## config.mk

```make
export PLATFORM = sky130hd
export DESIGN_NAME = mvau_stream
export DESIGN_NICKNAME = d
export VERILOG_FILES = /design/src/logic/mvau_pkg.sv /design/src/logic/mvau_ctrl_if.sv /design/src/logic/mvau_stream_control.sv /design/src/logic/mvau_input_buffer.sv /design/src/logic/mvau_pe_array.sv /design/src/logic/mvau_stream.sv
export SDC_FILE = /design/constraint.sdc
export NUM_CORES = 1
export LEC_CHECK = 0
export CAP_MARGIN = 20
export CORE_UTILIZATION = 60
export DETAILED_ROUTE_END_ITERATION = 8
export DONT_BUFFER_PORTS = 1
export HOLD_SLACK_MARGIN = 0.02
export PLACE_DENSITY = 0.84
export SLEW_MARGIN = 20
export SYNTH_ARGS = -nofsm -noshare
export SYNTH_HDL_FRONTEND = slang
export SYNTH_SLANG_ARGS = --single-unit
export TNS_END_PERCENT = 30
```

## constraint.sdc

```tcl
create_clock -name aclk -period 8.1 [get_ports aclk]
set_clock_uncertainty 0.05 [all_clocks]
set_input_delay 0.81 -clock aclk [delete_from_list [all_inputs] [get_ports aclk]]
set_output_delay 0.81 -clock aclk [all_outputs]
set_load 0.005 [all_outputs]
```

## src/logic/mvau_pkg.sv

```systemverilog
// MVAU sizes, counter widths and lane types
// Activation, weight and output beat types shared by all blocks
package mvau_pkg;

   // Activation lanes per beat
   localparam int MVAU_SIMD = 2;
   // Output channels per group
   localparam int MVAU_PE = 2;
   // Beats per input vector, also input buffer depth
   localparam int MVAU_SF = 4;
   // Output channel groups per vector
   localparam int MVAU_NF = 3;

   // Counter widths, at least one bit
   localparam int MVAU_SF_W = (MVAU_SF > 1) ? $clog2(MVAU_SF) : 1;
   localparam int MVAU_NF_W = (MVAU_NF > 1) ? $clog2(MVAU_NF) : 1;

   // Signed lane widths
   localparam int MVAU_ACT_W = 4;
   localparam int MVAU_WGT_W = 4;
   localparam int MVAU_ACC_W = 16;

   // Single lanes, signed so element selects keep their sign
   typedef logic signed [MVAU_ACT_W-1:0] act_lane_t;
   typedef logic signed [MVAU_WGT_W-1:0] wgt_lane_t;
   typedef logic signed [MVAU_ACC_W-1:0] acc_t;

   // One activation beat, SIMD lanes
   typedef act_lane_t [MVAU_SIMD-1:0] act_beat_t;

   // One weight beat, a SIMD row for every PE
   typedef wgt_lane_t [MVAU_PE-1:0][MVAU_SIMD-1:0] wgt_beat_t;

   // One output beat, one sum per PE
   typedef acc_t [MVAU_PE-1:0] out_beat_t;

endpackage

```

## src/logic/mvau_ctrl_if.sv

```systemverilog
// Control bundle from the stream control block to buffer and PE array
// Modports for the control block, the input buffer and the PE array
interface mvau_ctrl_if;
   import mvau_pkg::*;

   // Input buffer write and read enables
   logic ib_wen;
   logic ib_ren;
   // Buffer address, position inside the SF group
   logic [MVAU_SF_W-1:0] sf_cnt;
   // A beat enters the PE array this cycle
   logic do_stream;
   // Previous edge took the last beat of an SF group
   logic sf_last;

   modport ctrl (
      output ib_wen,
      output ib_ren,
      output sf_cnt,
      output do_stream,
      output sf_last
   );

   // Read path needs only the write enable
   modport buffer (input ib_wen, input sf_cnt);

   modport pe (input do_stream, input sf_last);

endinterface

```

## src/logic/mvau_stream_control.sv

```systemverilog
// Input stream control for the MVAU
// Idle, write and replay FSM with SF and NF counters
module mvau_stream_control (
   input  logic      aclk,
   input  logic      aresetn,
   input  logic      in_v,
   output logic      in_rdy,
   output logic      wgt_rdy,
   mvau_ctrl_if.ctrl ctrl
);
   import mvau_pkg::*;

   typedef enum logic [1:0] {ST_IDLE, ST_WRITE, ST_REPLAY} state_t;

   state_t               state;
   state_t               state_nxt;
   logic                 ap_start;
   logic                 inp_active;
   logic                 ib_wen;
   logic                 ib_ren;
   logic                 do_stream;
   logic                 sf_full;
   logic                 nf_at_last;
   logic                 write_done;
   logic                 replay_done;
   logic [MVAU_SF_W-1:0] sf_cnt;
   logic [MVAU_NF_W-1:0] nf_cnt;

   // Beat handshake on the input stream
   assign inp_active = in_rdy & in_v;

   // Last beat of an SF group goes through this cycle
   assign sf_full    = do_stream & (sf_cnt == MVAU_SF_W'(MVAU_SF - 1));
   assign nf_at_last = (nf_cnt == MVAU_NF_W'(MVAU_NF - 1));
   // Whole vector written, or last replayed group finished
   assign write_done  = sf_full & (state != ST_REPLAY);
   assign replay_done = sf_full & nf_at_last & (state == ST_REPLAY);

   always_ff @(posedge aclk) begin
      if (!aresetn) begin
         state <= ST_IDLE;
      end else begin
         state <= state_nxt;
      end
   end

   always_comb begin
      state_nxt = state;
      case (state)
         ST_REPLAY: begin
            if (replay_done) begin
               state_nxt = ST_IDLE;
            end
         end
         default: begin
            // Single group needs no replay
            if (write_done) begin
               state_nxt = (MVAU_NF > 1) ? ST_REPLAY : ST_IDLE;
            end else if (inp_active) begin
               state_nxt = ST_WRITE;
            end
         end
      endcase
   end

   // Write on live beats, read back without gaps during replay
   always_comb begin
      ib_wen    = 1'b0;
      ib_ren    = 1'b0;
      do_stream = 1'b0;
      case (state)
         ST_REPLAY: begin
            ib_ren    = 1'b1;
            do_stream = 1'b1;
         end
         default: begin
            ib_wen    = inp_active;
            do_stream = inp_active;
         end
      endcase
   end

   // High only in the first cycle out of reset
   always_ff @(posedge aclk) begin
      if (!aresetn) begin
         ap_start <= 1'b1;
      end else begin
         ap_start <= 1'b0;
      end
   end

   // Input back-pressure while the buffer is replayed
   always_ff @(posedge aclk) begin
      if (!aresetn) begin
         in_rdy <= 1'b0;
      end else if (ap_start || replay_done) begin
         in_rdy <= 1'b1;
      end else if (write_done && (MVAU_NF > 1)) begin
         in_rdy <= 1'b0;
      end
   end

   // Buffer address, wraps at the end of each group
   always_ff @(posedge aclk) begin
      if (!aresetn) begin
         sf_cnt <= '0;
      end else if (sf_full) begin
         sf_cnt <= '0;
      end else if (do_stream) begin
         sf_cnt <= sf_cnt + 1'b1;
      end
   end

   // Group index within the current vector
   always_ff @(posedge aclk) begin
      if (!aresetn) begin
         nf_cnt <= '0;
      end else if (sf_full) begin
         nf_cnt <= nf_at_last ? '0 : nf_cnt + 1'b1;
      end
   end

   always_ff @(posedge aclk) begin
      if (!aresetn) begin
         ctrl.sf_last <= 1'b0;
      end else begin
         ctrl.sf_last <= sf_full;
      end
   end

   assign ctrl.ib_wen    = ib_wen;
   assign ctrl.ib_ren    = ib_ren;
   assign ctrl.sf_cnt    = sf_cnt;
   assign ctrl.do_stream = do_stream;

   // Weight source steps with every streamed beat
   assign wgt_rdy = do_stream;

endmodule

```

## src/logic/mvau_input_buffer.sv

```systemverilog
// SF-deep activation buffer
// Live beats pass straight through while being written
module mvau_input_buffer (
   input  logic                aclk,
   input  mvau_pkg::act_beat_t in_data,
   mvau_ctrl_if.buffer         ctrl,
   output mvau_pkg::act_beat_t act
);
   import mvau_pkg::*;

   // One entry per beat of the vector
   act_beat_t mem [MVAU_SF];

   always_ff @(posedge aclk) begin
      if (ctrl.ib_wen) begin
         mem[ctrl.sf_cnt] <= in_data;
      end
   end

   // First group computes on live data, later groups on stored beats
   always_comb begin
      if (ctrl.ib_wen) begin
         act = in_data;
      end else begin
         act = mem[ctrl.sf_cnt];
      end
   end

endmodule

```

## src/logic/mvau_pe_array.sv

```systemverilog
// PE array of the MVAU
// SIMD products and lane sum, accumulation over SF beats, output pulse
module mvau_pe_array (
   input  logic                aclk,
   input  logic                aresetn,
   input  mvau_pkg::act_beat_t act,
   input  mvau_pkg::wgt_beat_t wgt_data,
   mvau_ctrl_if.pe             ctrl,
   output mvau_pkg::out_beat_t out_data,
   output logic                out_v
);
   import mvau_pkg::*;

   out_beat_t lane_sum;
   out_beat_t sum_q;
   out_beat_t acc;
   out_beat_t acc_sum;
   logic      s1_v;

   // Signed dot product of the beat with each PE weight row
   always_comb begin
      acc_t sum;
      for (int p = 0; p < MVAU_PE; p++) begin
         sum = '0;
         for (int s = 0; s < MVAU_SIMD; s++) begin
            sum = sum + $signed(act[s]) * $signed(wgt_data[p][s]);
         end
         lane_sum[p] = sum;
      end
   end

   // Stage 1, lane sums of the streamed beat
   always_ff @(posedge aclk) begin
      if (ctrl.do_stream) begin
         sum_q <= lane_sum;
      end
   end

   always_ff @(posedge aclk) begin
      if (!aresetn) begin
         s1_v <= 1'b0;
      end else begin
         s1_v <= ctrl.do_stream;
      end
   end

   // Running sum including the beat in stage 1
   always_comb begin
      for (int p = 0; p < MVAU_PE; p++) begin
         acc_sum[p] = acc[p] + sum_q[p];
      end
   end

   // Stage 2, cleared at group end so the next group starts from its first sum
   always_ff @(posedge aclk) begin
      if (!aresetn) begin
         acc <= '0;
      end else if (s1_v) begin
         acc <= ctrl.sf_last ? '0 : acc_sum;
      end
   end

   // Final group sums
   always_ff @(posedge aclk) begin
      if (s1_v && ctrl.sf_last) begin
         out_data <= acc_sum;
      end
   end

   // One cycle pulse per group, no back-pressure
   always_ff @(posedge aclk) begin
      if (!aresetn) begin
         out_v <= 1'b0;
      end else begin
         out_v <= s1_v & ctrl.sf_last;
      end
   end

endmodule

```

## src/logic/mvau_stream.sv

```systemverilog
// MVAU streaming unit top level
// Control block, input buffer and PE array on plain stream ports
module mvau_stream (
   input  logic                aclk,
   input  logic                aresetn,
   // Activation input stream
   input  mvau_pkg::act_beat_t in_data,
   input  logic                in_v,
   output logic                in_rdy,
   // Weight stream, ready only
   input  mvau_pkg::wgt_beat_t wgt_data,
   output logic                wgt_rdy,
   // Output sums, single cycle pulses
   output mvau_pkg::out_beat_t out_data,
   output logic                out_v
);
   import mvau_pkg::*;

   // Activation beat into the PE array
   act_beat_t act;

   mvau_ctrl_if u_ctrl_if ();

   mvau_stream_control u_mvau_stream_control (
      .aclk    (aclk),
      .aresetn (aresetn),
      .in_v    (in_v),
      .in_rdy  (in_rdy),
      .wgt_rdy (wgt_rdy),
      .ctrl    (u_ctrl_if.ctrl)
   );

   mvau_input_buffer u_mvau_input_buffer (
      .aclk    (aclk),
      .in_data (in_data),
      .ctrl    (u_ctrl_if.buffer),
      .act     (act)
   );

   mvau_pe_array u_mvau_pe_array (
      .aclk     (aclk),
      .aresetn  (aresetn),
      .act      (act),
      .wgt_data (wgt_data),
      .ctrl     (u_ctrl_if.pe),
      .out_data (out_data),
      .out_v    (out_v)
   );

endmodule

```

# Word level (Yosys, flattened, before mapping)
# Memories as Yosys holds them, arrays and structs flattened. A register that Yosys moved wholly into a read port is not among the register bits.
# Cells that the tools add are included.
# Widths: inputs -> output; s select.
word_totals:
  inputBits: 27
  ramBits: 32
  latchBits: 0
  wordCells: 59
  ff_bits: 107
  n_memories: 1
  out_inout_bits: 35
  romBits: 0
classes:
  n_eq_ne: 5
  muxes: 16
  n_addsub: 6
  n_div: 0
  magnitude_cmp: 0
  shift: 0
  n_reduce_logical: 6
  bitwise_logic: 7
  mul: 4
mem_list:
  columns: ["memory", "words", "width", "rd", "rd_clocked_by_memory_dff", "wr", "line_no", "text"]
  rows:
  - ["u_mvau_input_buffer.mem", 4, 8, 1, 1, 1, "mvau_input_buffer.sv:12", "act_beat_t mem [MVAU_SF];"]
ops:
  columns: ["operator", "count"]
  rows:
  - ["$add 16x16->16", 4]
  - ["$mul 4x4->8", 4]
  - ["$mux 32", 1]
  - ["$mux 2", 7]
  - ["$mux 8", 1]
  - ["$mux 1", 7]
  - ["$and 1x1->1", 6]
  - ["$eq 2x2->1 const B", 3]
  - ["$add 2x1->2 const B", 2]
  - ["$reduce_bool 3->1", 1]
  - ["$ne 2x1->1 const B", 1]
  - ["$ne 2x2->1 const B", 1]
  - ["$reduce_and 2->1", 1]
  - ["$reduce_bool 2->1", 1]
  - ["$reduce_or 2->1", 1]
  - ["$logic_and 1x1->1", 1]
  - ["$logic_or 1x1->1", 1]
  - ["$not 1->1", 1]

# Logic depth before layout (Yosys ltp)
logic_depth:
  word_depth: 7
  ltp_mapped: 21
  depth_no_buf: 19

# Modules after synthesis
# Synthesis repeated with hierarchy kept, for this count alone.
hier_totals:
  hier_cells: 852
  hier_area_um2: 9210.1
by_module_without_submodules:
  columns: ["module", "area_each_um2", "instances", "seq_area_each_um2", "cells_each"]
  rows:
  - ["mvau_pe_array", 7387.1, 1, 2182.1, 723]
  - ["mvau_input_buffer", 1378.8, 1, 960.9, 84]
  - ["mvau_stream_control", 444.2, 1, 180.2, 45]

# Worst setup path after synthesis
# OpenSTA, ideal clock, no wires.
synth_timing:
  kind: "input-to-reg"
  startpoint: "input port in_v"
  endpoint: "register u_mvau_pe_array.sum_q[7] (netlist bit), data pin"
  setup_time_ns: 0.269
  n_path_buf: 2
  required_ns: 7.781
  path_slack_ns: 2.382
  arrival_ns: 5.399
  cell_stages: 18
  path_cell_list: "nand2_1 -> nor2b_1 -> clkbuf_1 -> clkbuf_1 -> mux2_2 -> inv_1 -> nand2_1 -> fa_1 -> fa_1 -> fa_1 -> inv_1 -> ha_1 -> fa_1 -> ha_1 -> a21boi_0 -> o21ai_0 -> a21oi_1 -> fa_1"
synth_rtl:
  columns: ["element", "line_no", "text"]
  rows:
  - ["start: declaration", "mvau_stream.sv:8", "input logic in_v,"]
  - ["end signal: assignment", "mvau_pe_array.sv:35", "sum_q <= lane_sum;"]
  - ["end: declaration", "mvau_pe_array.sv:15", "out_beat_t sum_q;"]

==> flow_summary.ini <==
[run_status]
status = complete, but fails checks
violations = DRC

[sta]
tns_ps = 0
finalMaxSlewViolations = 0
hold_viol = 0
setup_viol = 0
fin_crit_sh_pct = 72.8
maxClockFrequency_mhz = 170
fin_hold_ws_ps = 425
setup_slack_ps = 2200
worst_pin_slew_ps = 994
fin_crit_ps = 5900
rsz0062_at_grt = no
maxSlewHeadroom_pct = 33.6

[global_route]
grt_usage_pct = 23.5
gr-total-overflow = 0
gr-usage-met3_pct = 5.52
gr-max-usage-layer = met2
grt_pass1_vias = 6232
antenna_found_initial = 0
grt_max_degree = 36
global_route.usage.met2_pct = 40.2
use_met1_pct = 28.3
grt_pass1_wl_um = 29000

[finish]
drive_gt1_share_pct = 7.75
antenna_cells = 0
nFillCells = 1067
final_cell_area_mm2 = 0.00989
layout.nets = 980
area_growth_syn_to_layout_pct = 8.90

[setup_path]
r2r-start = u_mvau_stream_control.state[0]
critPathLaunchType = flop
critical_path.startpoint = u_mvau_stream_control.state[0]
crit_end = u_mvau_pe_array.sum_q[23]
cp-end-kind = flop
reg2reg_slack_ps = 2200
arrival_ps = 6000
rr_worst_depth = 16
worstReg2RegEnd = u_mvau_pe_array.sum_q[23]
worst-setup-path-type = flop to flop
worstPathMaxFanout = 14
crit_required_ps = 8200

[floorplan]
coreArea_mm2 = 0.0146
fp.dieW_um = 125
die_h_um = 125
initial_core_util_pct = 62.0
row_count = 44
die_area_mm2 = 0.0156
ios = 62

[detailed_routing]
vias = 5980
drtIter0Drc = 379
wl_per_cell_um = 17.3
antenna_left = 0
via_per_inst = 5.92
finalWirelength_um = 17400
dr.pass1.iters = 7
drc = 14

[synth]
synth_edf_count = 96
yosys_warnings = 0
syn_nets = 971
netlist_area_mm2 = 0.00908
syn_avg_cell_area_um2 = 11.3
synth_top_area_cell = edfxtp_1
postSynthCellCount = 804
ys_ff_latch = 141
ys_types = 61
synth_top_cell_area_share_pct = 31.7
async_flop_share_pct = 0
yosys-top-cells-area = edfxtp_1, ha_1, dfxtp_1
ys_seq_area_share_pct = 41.7
synthFlopType = edfxtp_1

[cts]
clock_sinks = 141
cts_hold_buf = 0
cts.clk_slew.worst_paths_ps = 60
cts_tree = yes
cts.repair.resized = 0
root_buffer = clkbuf_16
clock_tree.buffer_depth = 2
clkLatencyLatePin_ps = 420
numCtsBuffers = 17
h-tree-depth = 4
post_cts_buffers = 0

[placed_design]
placed_area_mm2 = 0.00929
place_hpwl_um = 13200
dpl_worst_slack_ps = 1780
io_buffers = 0
gp_congestion = 0.882

[power_and_ir_drop]
ir_drop_mv = 0.217
p_leak_nw = 4.20
power.density_mw_per_mm2 = 314
total_power_w = 0.00311

[hold_path]
hold_path_class = flop to flop

[flow_run]
maxCapViolations = 0
## placed cells by master (no fill, tap or decap), types with 17 or more instances in the layout
| master | n |
|---|---|
| nor2_1 | 57 |
| o21ai_0 | 23 |
| xnor2_1 | 47 |
| clkbuf_16 | 17 |
| edfxtp_1 | 96 |
| fa_1 | 42 |
| ha_1 | 98 |
| dfxtp_1 | 45 |
| a21o_1 | 19 |
| and2_1 | 47 |
| inv_1 | 52 |
| nand2_1 | 46 |
| a21oi_1 | 53 |
## stage by stage
step,instances,util (%)
2_1_floorplan,804,-
3_3_place_gp,978,63.4
3_5_place_dp,978,63.4
4_1_cts,1010,67.5
5_1_grt,1010,67.5
6_report,1010,67.5
## synth_stat cells, drive strengths merged (7+ instances only)
master	n
ha	98
edfxtp	96
nor2	57
inv	56
a21oi	53
and2	47
xnor2	47
nand2	46
dfxtp	45
fa	42
o21ai	26
a21o	20
xor2	16
clkbuf	13
nand2b	13
a22oi	12
nand3	9
a22o	8
mux2	8
mux4	8
nand3b	8
and3	7
## report_power, final
part | leakage [nW] | total [W] | internal (W) | switching (W)
Combinational | 2.67 | 0.00131 | 0.000561 | 0.000748
Sequential | 1.24 | 0.00102 | 0.000974 | 0.0000438
Clock | 0.290 | 0.000781 | 0.000465 | 0.000316
## worst min path at each step
stage                                   start                            end  depth (start not counted)  slack (ps)
2_1_floorplan  u_mvau_stream_control.ap_start   u_mvau_stream_control.in_rdy                          2         370
3_3_place_gp   u_mvau_stream_control.ap_start   u_mvau_stream_control.in_rdy                          2         370
3_5_place_dp   u_mvau_stream_control.ap_start   u_mvau_stream_control.in_rdy                          2         410
4_1_cts                            in_data[0]  u_mvau_input_buffer.mem[3][0]                          0         420
5_1_grt                            in_data[5]  u_mvau_input_buffer.mem[3][5]                          0         420
6_report              u_mvau_pe_array.acc[24]        u_mvau_pe_array.acc[24]                          2         420
## critical path: stages (launching register included)
cell and delay, ps:
dfxtp_1 320, nand2b_1 120, nor2b_1 790, mux2_2 480, inv_1 100, nand2_1 80
fa_1 570, fa_1 440, fa_1 510, inv_1 40, ha_1 230, fa_1 450
ha_1 320, a21boi_0 250, o21ai_0 110, a21oi_1 270, fa_1 480
## cell type report
cell class	count	area, um^2	share of cell area, %
tap	184	230	2.33
inverter	58	218	2.20
multi-input combinational	591	5030	50.8
clock inverter	15	176	1.78
sequential	141	3780	38.2
clock buffer	17	425	4.30
timing repair buffer	4	30.0	0.304
## flip-flops by register name (all words and copies together) (netlist names), named ones only
register                            flops
u_mvau_stream_control.nf_cnt            2
u_mvau_pe_array.out_data               32
u_mvau_stream_control.in_rdy            1
u_mvau_stream_control.state             2
u_mvau_stream_control.ctrl.sf_cnt       2
u_mvau_stream_control.ctrl.sf_last      1
u_mvau_pe_array.acc                    32
u_mvau_input_buffer.mem                32
u_mvau_pe_array.s1_v                    1
u_mvau_pe_array.sum_q                  32
u_mvau_stream_control.ap_start          1
u_mvau_pe_array.out_v                   1
## cells by family (layout without fill, tap and decap cells)
group / count (synthesis) / count (layout) / synth area share (%)
AO/OA/AOI/OAI: 159 / 159 / 11.5
buffers and inverters: 72 / 94 / 2.99
multiplexers: 17 / 17 / 3.09
XOR/XNOR: 63 / 63 / 6.07
adder cells (fa/ha/maj): 140 / 140 / 22.8
AND/OR/NAND/NOR: 212 / 212 / 11.9
flip-flops: 141 / 141 / 41.7
## per-layer routing
layer  wire length [um]  share of wire (%)
met1               7720                 44
met2               8580                 49
met3                752                4.3
met4                384                2.2
met5                  0                  0
(Power assumes the default switching activity.)
